==> config.mk <==
export PLATFORM = sky130hd
export DESIGN_NAME = axil_fetch_top
export DESIGN_NICKNAME = d
export VERILOG_FILES = /design/src/fetch_pkg.sv /design/src/axil_fetch_top.sv /design/src/fetch_fifo.sv /design/src/fetch_request.sv /design/src/fetch_response.sv /design/src/insn_unpacker.sv
export VERILOG_INCLUDE_DIRS = /design/src
export SDC_FILE = /design/constraint.sdc
export NUM_CORES = 1
export LEC_CHECK = 0
export ABC_CLOCK_PERIOD_IN_PS = 10700
export BUFFER_PORTS_ARGS = -buffer_cell sky130_fd_sc_hd__buf_2
export CAP_MARGIN = 20
export CORE_MARGIN = 10
export CORE_UTILIZATION = 40
export CTS_BUF_LIST = sky130_fd_sc_hd__clkbuf_2 sky130_fd_sc_hd__clkbuf_4 sky130_fd_sc_hd__clkbuf_8
export CTS_CLUSTER_SIZE = 14
export DETAILED_ROUTE_END_ITERATION = 10
export GPL_TIMING_DRIVEN = 1
export PLACE_DENSITY = 0.58
export SYNTH_ARGS = -nofsm -noshare
export SYNTH_HDL_FRONTEND = slang
export SYNTH_HIERARCHICAL = 1
export SYNTH_SLANG_ARGS = --single-unit
export TNS_END_PERCENT = 1
==> constraint.sdc <==
create_clock -name S_AXI_ACLK -period 10.7 [get_ports S_AXI_ACLK]
set_clock_uncertainty 0.1 [all_clocks]
set_input_delay 1.605 -clock S_AXI_ACLK [delete_from_list [all_inputs] [get_ports S_AXI_ACLK]]
set_output_delay 1.605 -clock S_AXI_ACLK [all_outputs]
set_load 0.01 [all_outputs]
==> src/fetch_consts.svh <==
////////////////////////////////////////////////////////////
// Prefetch constants
// Address, bus and instruction widths
// Outstanding limits and the fixed read protection code
////////////////////////////////////////////////////////////
`ifndef FETCH_CONSTS_SVH
`define FETCH_CONSTS_SVH

// Bus and instruction widths
`define FETCH_ADDR_W	32
`define FETCH_BUS_W	64
`define FETCH_INSN_W	32
// Byte offset bits inside one bus word
`define FETCH_WORD_LSB	3

// Most words requested but not yet taken, also the FIFO depth
`define FETCH_LIMIT	16
// Outstanding counter width
`define FETCH_LGDEPTH	8

// Unprivileged, secure, instruction access
`define FETCH_ARPROT	3'b100

`endif

==> src/fetch_pkg.sv <==
////////////////////////////////////////////////////////////
// Shared prefetch types
// Bus word union, whole word or instruction slots
////////////////////////////////////////////////////////////
`include "fetch_consts.svh"

package fetch_pkg;

	// One returned bus word
	// Response and FIFO see the whole word
	// Unpacker picks one instruction slot out of it
	typedef union packed
	{
		logic [`FETCH_BUS_W-1:0] word;
		logic [`FETCH_BUS_W/`FETCH_INSN_W-1:0][`FETCH_INSN_W-1:0] slot;
	} bus_word_t;

endpackage

==> src/axil_fetch_top.sv <==
////////////////////////////////////////////////////////////
// AXI-lite instruction prefetch, top level
// Request, response, FIFO and unpacker stages
////////////////////////////////////////////////////////////
`timescale 1ns/1ps
`include "fetch_consts.svh"

module axil_fetch_top
(
	input  logic                     S_AXI_ACLK,
	input  logic                     fifo_reset,
	// CPU side
	input  logic                     i_new_pc,
	input  logic [`FETCH_ADDR_W-1:0] i_pc,
	input  logic                     i_clear_cache,
	input  logic                     i_ready,
	output logic [`FETCH_INSN_W-1:0] o_insn,
	output logic [`FETCH_ADDR_W-1:0] o_pc,
	output logic                     o_valid,
	output logic                     o_illegal,
	// AXI-lite read master
	output logic                     o_arvalid,
	input  logic                     i_arready,
	output logic [`FETCH_ADDR_W-1:0] o_araddr,
	output logic [2:0]               o_arprot,
	input  logic                     i_rvalid,
	output logic                     o_rready,
	input  logic [`FETCH_BUS_W-1:0]  i_rdata,
	input  logic [1:0]               i_rresp
);

	logic                 full_bus;
	logic                 flush_pending;
	logic                 word_wr;
	fetch_pkg::bus_word_t word_data;
	logic                 word_err;
	fetch_pkg::bus_word_t fifo_data;
	logic                 fifo_err;
	logic                 fifo_empty;
	logic                 fifo_rd;
	logic                 word_taken;
	logic                 hold_extra;

	// Fixed access type, responses always taken
	assign o_arprot = `FETCH_ARPROT;
	assign o_rready = 1'b1;

	fetch_request u_request (
		.S_AXI_ACLK      (S_AXI_ACLK),     .fifo_reset   (fifo_reset),
		.i_new_pc        (i_new_pc),       .i_pc         (i_pc),
		.i_clear_cache   (i_clear_cache),  .i_arready    (i_arready),
		.i_full_bus      (full_bus),       .i_flush_pending (flush_pending),
		.i_word_taken    (word_taken),     .i_hold_extra (hold_extra),
		.o_arvalid       (o_arvalid),      .o_araddr     (o_araddr)
	);

	fetch_response u_response (
		.S_AXI_ACLK      (S_AXI_ACLK),     .fifo_reset   (fifo_reset),
		.i_new_pc        (i_new_pc),       .i_clear_cache (i_clear_cache),
		.i_arvalid       (o_arvalid),      .i_arready    (i_arready),
		.i_rvalid        (i_rvalid),       .i_rdata      (i_rdata),
		.i_rresp         (i_rresp),        .o_full_bus   (full_bus),
		.o_flush_pending (flush_pending),  .o_word_wr    (word_wr),
		.o_word_data     (word_data),      .o_word_err   (word_err)
	);

	// Word buffer between bus and CPU
	fetch_fifo u_fifo (
		.S_AXI_ACLK      (S_AXI_ACLK),     .fifo_reset   (fifo_reset),
		.i_new_pc        (i_new_pc),       .i_clear_cache (i_clear_cache),
		.i_wr            (word_wr),        .i_data       (word_data),
		.i_err           (word_err),       .i_rd         (fifo_rd),
		.o_data          (fifo_data),      .o_err        (fifo_err),
		.o_empty         (fifo_empty)
	);

	insn_unpacker u_unpacker (
		.S_AXI_ACLK      (S_AXI_ACLK),     .fifo_reset   (fifo_reset),
		.i_new_pc        (i_new_pc),       .i_pc         (i_pc),
		.i_clear_cache   (i_clear_cache),  .i_ready      (i_ready),
		.i_fifo_data     (fifo_data),      .i_fifo_err   (fifo_err),
		.i_fifo_empty    (fifo_empty),     .o_fifo_rd    (fifo_rd),
		.o_word_taken    (word_taken),     .o_hold_extra (hold_extra),
		.o_insn          (o_insn),         .o_pc         (o_pc),
		.o_valid         (o_valid),        .o_illegal    (o_illegal)
	);

endmodule

==> src/fetch_fifo.sv <==
////////////////////////////////////////////////////////////
// Synchronous FIFO of fetched bus words
// Each entry carries its bus error bit
////////////////////////////////////////////////////////////
`timescale 1ns/1ps
`include "fetch_consts.svh"

module fetch_fifo
(
	input  logic                 S_AXI_ACLK,
	input  logic                 fifo_reset,
	input  logic                 i_new_pc,
	input  logic                 i_clear_cache,
	input  logic                 i_wr,
	input  fetch_pkg::bus_word_t i_data,
	input  logic                 i_err,
	input  logic                 i_rd,
	output fetch_pkg::bus_word_t o_data,
	output logic                 o_err,
	output logic                 o_empty
);

	localparam int LGFIFO = $clog2(`FETCH_LIMIT);

	fetch_pkg::bus_word_t mem [`FETCH_LIMIT];
	logic                 err_mem [`FETCH_LIMIT];
	logic [LGFIFO:0]      wr_ptr;
	logic [LGFIFO:0]      rd_ptr;
	logic                 flush;
	logic                 full;
	logic                 wr_en;
	logic                 rd_en;

	assign flush = fifo_reset || i_new_pc || i_clear_cache;

	// Extra pointer bit tells full from empty
	assign o_empty = (wr_ptr == rd_ptr);
	assign full    = (wr_ptr[LGFIFO] != rd_ptr[LGFIFO])
		&& (wr_ptr[LGFIFO-1:0] == rd_ptr[LGFIFO-1:0]);

	assign rd_en = i_rd && !o_empty;
	// Full FIFO still takes a word when the head leaves
	assign wr_en = i_wr && (!full || rd_en);

	always_ff @(posedge S_AXI_ACLK)
	begin
		if (flush)
		begin
			wr_ptr <= '0;
			rd_ptr <= '0;
		end
		else
		begin
			if (wr_en)
				wr_ptr <= wr_ptr + 1;
			if (rd_en)
				rd_ptr <= rd_ptr + 1;
		end
	end

	// Storage
	always_ff @(posedge S_AXI_ACLK)
	begin
		if (wr_en)
		begin
			mem[wr_ptr[LGFIFO-1:0]]     <= i_data;
			err_mem[wr_ptr[LGFIFO-1:0]] <= i_err;
		end
	end

	// Head of queue, visible without a read
	assign o_data = mem[rd_ptr[LGFIFO-1:0]];
	assign o_err  = err_mem[rd_ptr[LGFIFO-1:0]];

endmodule

==> src/fetch_request.sv <==
////////////////////////////////////////////////////////////
// Read address stage of the prefetch
// Address walk, redirect capture and request throttle
////////////////////////////////////////////////////////////
`timescale 1ns/1ps
`include "fetch_consts.svh"

module fetch_request
(
	input  logic                     S_AXI_ACLK,
	input  logic                     fifo_reset,
	input  logic                     i_new_pc,
	input  logic [`FETCH_ADDR_W-1:0] i_pc,
	input  logic                     i_clear_cache,
	input  logic                     i_arready,
	input  logic                     i_full_bus,
	input  logic                     i_flush_pending,
	input  logic                     i_word_taken,
	input  logic                     i_hold_extra,
	output logic                     o_arvalid,
	output logic [`FETCH_ADDR_W-1:0] o_araddr
);

	logic                      flush;
	logic                      ar_free;
	logic                      halted;
	logic                      pending_new_pc;
	logic [`FETCH_ADDR_W-1:0]  pending_pc;
	logic [`FETCH_LGDEPTH-1:0] fill;
	logic [`FETCH_LGDEPTH-1:0] demand;

	assign flush = fifo_reset || i_new_pc || i_clear_cache;
	// Address channel can take a new beat
	assign ar_free = !o_arvalid || i_arready;

	////////////////////////////////////////////////////////////
	// Fill count
	////////////////////////////////////////////////////////////

	// Words asked for but not yet taken by the unpacker
	// Stale requests accepted after a redirect do not count
	always_ff @(posedge S_AXI_ACLK)
	begin
		if (flush)
			fill <= '0;
		else
		begin
			case ({ o_arvalid && i_arready && !i_flush_pending, i_word_taken })
			2'b10: fill <= fill + 1;
			2'b01: fill <= fill - 1;
			default: fill <= fill;
			endcase
		end
	end

	// Requested, in the channel, or parked in the output register
	assign demand = fill + `FETCH_LGDEPTH'(o_arvalid) + `FETCH_LGDEPTH'(i_hold_extra);

	// Idle from reset or a cache clear until the next redirect
	always_ff @(posedge S_AXI_ACLK)
	begin
		if (fifo_reset || i_clear_cache)
			halted <= 1'b1;
		else if (i_new_pc)
			halted <= 1'b0;
	end

	////////////////////////////////////////////////////////////
	// Address valid and address walk
	////////////////////////////////////////////////////////////

	always_ff @(posedge S_AXI_ACLK)
	begin
		if (fifo_reset)
			o_arvalid <= 1'b0;
		else if (ar_free)
		begin
			o_arvalid <= 1'b1;
			// Throttle at the word limit
			if (demand >= `FETCH_LGDEPTH'(`FETCH_LIMIT))
				o_arvalid <= 1'b0;
			if (i_clear_cache || i_full_bus)
				o_arvalid <= 1'b0;
			if (halted && !i_new_pc)
				o_arvalid <= 1'b0;
		end
	end

	// Redirect seen while a request was stalled
	always_ff @(posedge S_AXI_ACLK)
	begin
		if (fifo_reset || i_clear_cache)
			pending_new_pc <= 1'b0;
		else if (ar_free)
			pending_new_pc <= 1'b0;
		else if (i_new_pc)
			pending_new_pc <= 1'b1;
	end

	always_ff @(posedge S_AXI_ACLK)
	begin
		if (i_new_pc)
			pending_pc <= i_pc;
	end

	// Next address, aligned to a bus word after the first
	always_ff @(posedge S_AXI_ACLK)
	begin
		if (ar_free)
		begin
			if (i_new_pc)
				o_araddr <= i_pc;
			else if (pending_new_pc)
				o_araddr <= pending_pc;
			else if (o_arvalid)
				o_araddr <= { o_araddr[`FETCH_ADDR_W-1:`FETCH_WORD_LSB],
					{`FETCH_WORD_LSB{1'b0}} } + `FETCH_ADDR_W'(1 << `FETCH_WORD_LSB);
		end
	end

endmodule

==> src/fetch_response.sv <==
////////////////////////////////////////////////////////////
// Read response stage of the prefetch
// Outstanding count, stale response discard, byte swap
////////////////////////////////////////////////////////////
`timescale 1ns/1ps
`include "fetch_consts.svh"

module fetch_response
(
	input  logic                    S_AXI_ACLK,
	input  logic                    fifo_reset,
	input  logic                    i_new_pc,
	input  logic                    i_clear_cache,
	input  logic                    i_arvalid,
	input  logic                    i_arready,
	input  logic                    i_rvalid,
	input  logic [`FETCH_BUS_W-1:0] i_rdata,
	input  logic [1:0]              i_rresp,
	output logic                    o_full_bus,
	output logic                    o_flush_pending,
	output logic                    o_word_wr,
	output fetch_pkg::bus_word_t    o_word_data,
	output logic                    o_word_err
);

	logic                      redirect;
	logic                      flushing;
	logic [`FETCH_LGDEPTH-1:0] outstanding;
	logic [`FETCH_LGDEPTH-1:0] next_outstanding;
	logic [`FETCH_LGDEPTH-1:0] flushcount;
	logic [`FETCH_LGDEPTH-1:0] new_flushcount;

	assign redirect = i_new_pc || i_clear_cache;

	// Requests accepted minus responses seen
	always_comb
	begin
		next_outstanding = outstanding;
		case ({ i_arvalid && i_arready, i_rvalid })
		2'b10: next_outstanding = outstanding + 1;
		2'b01: next_outstanding = outstanding - 1;
		default: next_outstanding = outstanding;
		endcase
	end

	always_ff @(posedge S_AXI_ACLK)
	begin
		if (fifo_reset)
		begin
			outstanding <= '0;
			o_full_bus  <= 1'b0;
		end
		else
		begin
			outstanding <= next_outstanding;
			o_full_bus  <= (next_outstanding >= {`FETCH_LGDEPTH{1'b1}});
		end
	end

	// In flight at a redirect, including a request still waiting
	assign new_flushcount = outstanding + `FETCH_LGDEPTH'(i_arvalid)
		- `FETCH_LGDEPTH'(i_rvalid);

	////////////////////////////////////////////////////////////
	// Flush tracking
	////////////////////////////////////////////////////////////

	always_ff @(posedge S_AXI_ACLK)
	begin
		if (fifo_reset)
		begin
			flushcount      <= '0;
			flushing        <= 1'b0;
			o_flush_pending <= 1'b0;
		end
		else if (redirect)
		begin
			flushcount      <= new_flushcount;
			flushing        <= (new_flushcount != '0);
			// Stalled request, its acceptance is stale
			o_flush_pending <= i_arvalid && !i_arready;
		end
		else
		begin
			if (i_rvalid && flushcount != '0)
			begin
				flushcount <= flushcount - 1;
				flushing   <= (flushcount > 1);
			end
			if (i_arready)
				o_flush_pending <= 1'b0;
		end
	end

	// Keep only responses from the current stream
	assign o_word_wr  = i_rvalid && !flushing;
	assign o_word_err = i_rresp[1];

	// Byte reverse each 32-bit lane
	always_comb
	begin
		for (int lane = 0; lane < `FETCH_BUS_W/32; lane++)
			for (int b = 0; b < 4; b++)
				o_word_data.word[lane*32 + (3-b)*8 +: 8] = i_rdata[lane*32 + b*8 +: 8];
	end

endmodule

==> src/insn_unpacker.sv <==
////////////////////////////////////////////////////////////
// Output stage of the prefetch
// Word to instruction split, PC tracking, illegal flag
////////////////////////////////////////////////////////////
`timescale 1ns/1ps
`include "fetch_consts.svh"

module insn_unpacker
(
	input  logic                      S_AXI_ACLK,
	input  logic                      fifo_reset,
	input  logic                      i_new_pc,
	input  logic [`FETCH_ADDR_W-1:0]  i_pc,
	input  logic                      i_clear_cache,
	input  logic                      i_ready,
	input  fetch_pkg::bus_word_t      i_fifo_data,
	input  logic                      i_fifo_err,
	input  logic                      i_fifo_empty,
	output logic                      o_fifo_rd,
	output logic                      o_word_taken,
	output logic                      o_hold_extra,
	output logic [`FETCH_INSN_W-1:0]  o_insn,
	output logic [`FETCH_ADDR_W-1:0]  o_pc,
	output logic                      o_valid,
	output logic                      o_illegal
);

	fetch_pkg::bus_word_t out_word;
	logic [1:0]           out_fill;
	logic                 flush;
	logic                 shift;

	assign flush = fifo_reset || i_new_pc || i_clear_cache;

	// Skip the low slot only on the first word after a redirect
	assign shift = o_valid ? 1'b0 : o_pc[`FETCH_WORD_LSB-1];

	// Pull a word once the last slot is going
	assign o_fifo_rd    = !o_valid || (i_ready && (out_fill <= 2'd1));
	assign o_word_taken = o_fifo_rd && !i_fifo_empty;
	// Word stays parked past this cycle
	assign o_hold_extra = o_valid && (!i_ready || (out_fill > 2'd1));

	////////////////////////////////////////////////////////////
	// Output register control
	////////////////////////////////////////////////////////////

	always_ff @(posedge S_AXI_ACLK)
	begin
		if (flush)
			o_valid <= 1'b0;
		else if (!o_valid || i_ready)
			o_valid <= o_word_taken || (out_fill > {1'b0, o_valid});
	end

	// Slots still to present from the held word
	always_ff @(posedge S_AXI_ACLK)
	begin
		if (flush)
			out_fill <= '0;
		else if (o_fifo_rd)
			out_fill <= i_fifo_empty ? 2'd0 : (2'd2 - {1'b0, shift});
		else if (i_ready && out_fill != '0)
			out_fill <= out_fill - 1;
	end

	always_ff @(posedge S_AXI_ACLK)
	begin
		if (o_fifo_rd)
			out_word <= i_fifo_data;
	end

	// PC low word bit picks the slot on show
	assign o_insn = out_word.slot[o_pc[`FETCH_WORD_LSB-1]];

	// PC stops on a bad fetch
	always_ff @(posedge S_AXI_ACLK)
	begin
		if (fifo_reset)
			o_pc <= '0;
		else if (i_new_pc)
			o_pc <= i_pc;
		else if (o_valid && i_ready && !o_illegal)
			o_pc <= { o_pc[`FETCH_ADDR_W-1:2], 2'b00 } + `FETCH_ADDR_W'(4);
	end

	// Sticky bus error
	always_ff @(posedge S_AXI_ACLK)
	begin
		if (flush)
			o_illegal <= 1'b0;
		else if (!o_illegal && o_word_taken)
			o_illegal <= i_fifo_err;
	end

endmodule

==> key figures <==
Routing
  – Via count: 25,484
  – M1 WL: 49,900 microns
  – Top sig layer: met5
  – Iter 0 DRT Violations: 2,012
  – Avg WL per Cell: 25.7 microns
  – Avg Vias per Cell: 5.54
  – DR WL met3: 7270 microns
  – Drt pass-1 iters: 6
  – Post-route ant nets: 0
  – DRC: 0
  – Met2 wire len: 58,500 microns
  – Final WL: 118,000 microns

Final layout
  – Nets: 2,936
  – Area grow syn2layout: 12.2%
  – Most frequent cells in the layout: 1,168 x edfxtp_1, 325 x mux4_2, 201 x buf_2, 197 x clkbuf_8, 84 x nor2_1
  – Share of cells above drive strength 1: 0.320
  – Most common cell after layout, fill and taps aside: edfxtp_1

STA
  – Period minus WS final: 4610 ps
  – Fmax: 217 MHz
  – Endpoints failing hold: 0
  – Slew HR: 0.279
  – Hold WS: 370 ps
  – Fin Setup TNS: 0 ps
  – Slew Limit Fails: 0
  – Final setup viols: 0
  – Unrepaired setup endpoints after global routing: false
  – Worst Max-Slew Pin Slew: 1080 ps
  – Fin crit share: 0.431

Placement
  – Hpwl dp: 65,500 microns
  – Global placement routability congestion: 0.840
  – Port bufs: 202

Global route
  – Gr usage total: 0.166
  – Number of global-route vias before repair: 26,471
  – Grt ovf: 0
  – First-pass GRT wire length: 175,000 microns
  – Pin count of the biggest net entering global routing: 95
  – Initial antenna violation count: 24

Setup path
  – Critical Path RT: 11,080 ps
  – Arr. time, crit path: 4990 ps
  – Critical path capture point type: flip-flop
  – Worst-path fanout max: 35
  – Startpoint Class: input pin
  – Kind of critical path: input pin to flip-flop

CTS
  – Clock slew at reported path FFs: 60 ps
  – CTS resizes: 0
  – Worst skew pair latency: 860 ps
  – Clock Root Buffer: clkbuf_8
  – Clk sinks: 1,248
  – Post-CTS setup buffer count: 0
  – Number of hold buffers added after CTS: 0
  – CTS buffer count: 195
  – CTS tree: built
  – CTS max path bufs: 3
  – H-tree levels: 4

Synthesis
  – Syn Inst Count: 2,550
  – Distinct cells, synth: 83
  – Post-synthesis area per instance: 19.8 sq um
  – Ys flop type: edfxtp_1
  – Post-synthesis async set-or-reset flop share: 0
  – Sequential fraction of the synthesis area: 0.728
  – Number of synthesized flops with an enable pin: 1,168
  – Post-Syn Area: 50,400 sq um
  – Synthesis-stage register bit count: 1,248
  – Total of warnings raised by yosys: 6

Hold path
  – Hold Crit Class: flip-flop to flip-flop

Run status
  – Outcome: finished, final reports clean

Pwr
  – Leakage: 17.8 nW
  – Peak VDD IR: 0.000139 V
  – PD cells: 174 nW/um^2

Floorplanning
  – Die Height: 375 microns
  – IO Pins: 208
  – Num rows: 130
  – Die width: 375 microns
  – Core area: 125,000 sq um
  – Initial Util: 0.402
  – Die ar.: 141,000 sq um

Job
  – Max Cap Violations: 0
==> worst max-delay path, cell delays in order <==
cell and delay (ps):
buf_2 180, inv_1 100, o21ai_4 610, nor2_1 270, a21oi_2 630, and3_4 780, buf_4 720
==> per-stage QoR <==
step / cell area [sq um] / setup WS, ps / util / power [mW] / cells
after floorplan: 50400 / 1430 / - / 5.91 / 2552
after global placement: 52700 / 5260 / 0.420 / 6.06 / 4245
after detailed placement: 52700 / 5150 / 0.420 / 6.08 / 4245
after CTS: 56400 / 6120 / 0.450 / 9.95 / 4591
after global routing: 56500 / 5970 / 0.451 / 10.2 / 4597
final: 56500 / 6090 / 0.451 / 9.83 / 4597
==> Yosys cell counts, types with 35 or more instances <==
cell,number,area [sq um]
a21oi_1,38,190
nand3_1,37,185
nand2_1,74,278
edfxtp_1,1168,35100
buf_4,86,646
o21ai_0,46,230
mux2_2,35,394
inv_1,50,188
dfxtp_1,80,1600
clkbuf_1,58,218
mux4_2,325,7320
nor2_1,84,315
==> state kept, by name (all words and copies together) (netlist names), 2 cells and up, named ones only <==
name                    cells
u_fifo/wr_ptr               5
u_fifo/err_mem             16
u_fifo/rd_ptr               5
u_request/fill              8
u_request/o_araddr         32
u_request/pending_pc       32
u_fifo/mem               1024
u_response/outstanding      8
u_unpacker/out_fill         2
u_unpacker/out_word        64
u_response/flushcount       8
u_unpacker/o_pc            32
==> where the power goes <==
part | total [mW] | leakage (nW) | internal [mW] | switching [mW]
combinational | 0.494 | 4.48 | 0.193 | 0.301
sequential | 5.49 | 11.3 | 5.42 | 0.0721
clock | 3.85 | 1.96 | 2.04 | 1.81
==> kinds of logic (layout without fill, tap and decap cells) <==
| group | Yosys count | count (layout) | synth area share |
|---|---|---|---|
| AOI/OAI and AO/OA | 219 | 219 | 0.0303 |
| xor gates and xnor gates | 57 | 57 | 0.00991 |
| adders and majority gates | 36 | 36 | 0.00939 |
| buffers and inverters | 243 | 635 | 0.0260 |
| DFF | 1248 | 1248 | 0.728 |
| muxes | 377 | 377 | 0.157 |
| other | 2 | 7 | 0.000149 |
| and+or+nand+nor | 368 | 368 | 0.0396 |
==> final timing paths <==
check	from	to	slack, ps	cells after the start
worst min register to register	u_request/halted	u_request/halted	370	2
worst max register to register	u_unpacker/out_fill[1]	u_fifo/mem[10][22]	6530	8
worst min-delay path	u_request/halted	u_request/halted	370	2
worst max-delay path	i_ready	u_fifo/mem[10][22]	6090	7
==> metal layers <==
metal	GRT usage	up-vias
met5	0	-
met4	0.0459	16
met3	0.0382	226
met2	0.276	884
met1	0.217	13395
li1	-	10963
==> cell type report <==
cell class	count	area, sq um
Clock buffer	263	3210
Multi-Input combinational cell	1061	12500
Fill cell	10647	68900
Inverter	51	191
Antenna cell	3	7.51
Clock inverter	83	502
Sequential cell	1248	36700
Timing Repair Buffer	238	1330
Tap cell	1650	2060
(Power assumes the default switching activity.)
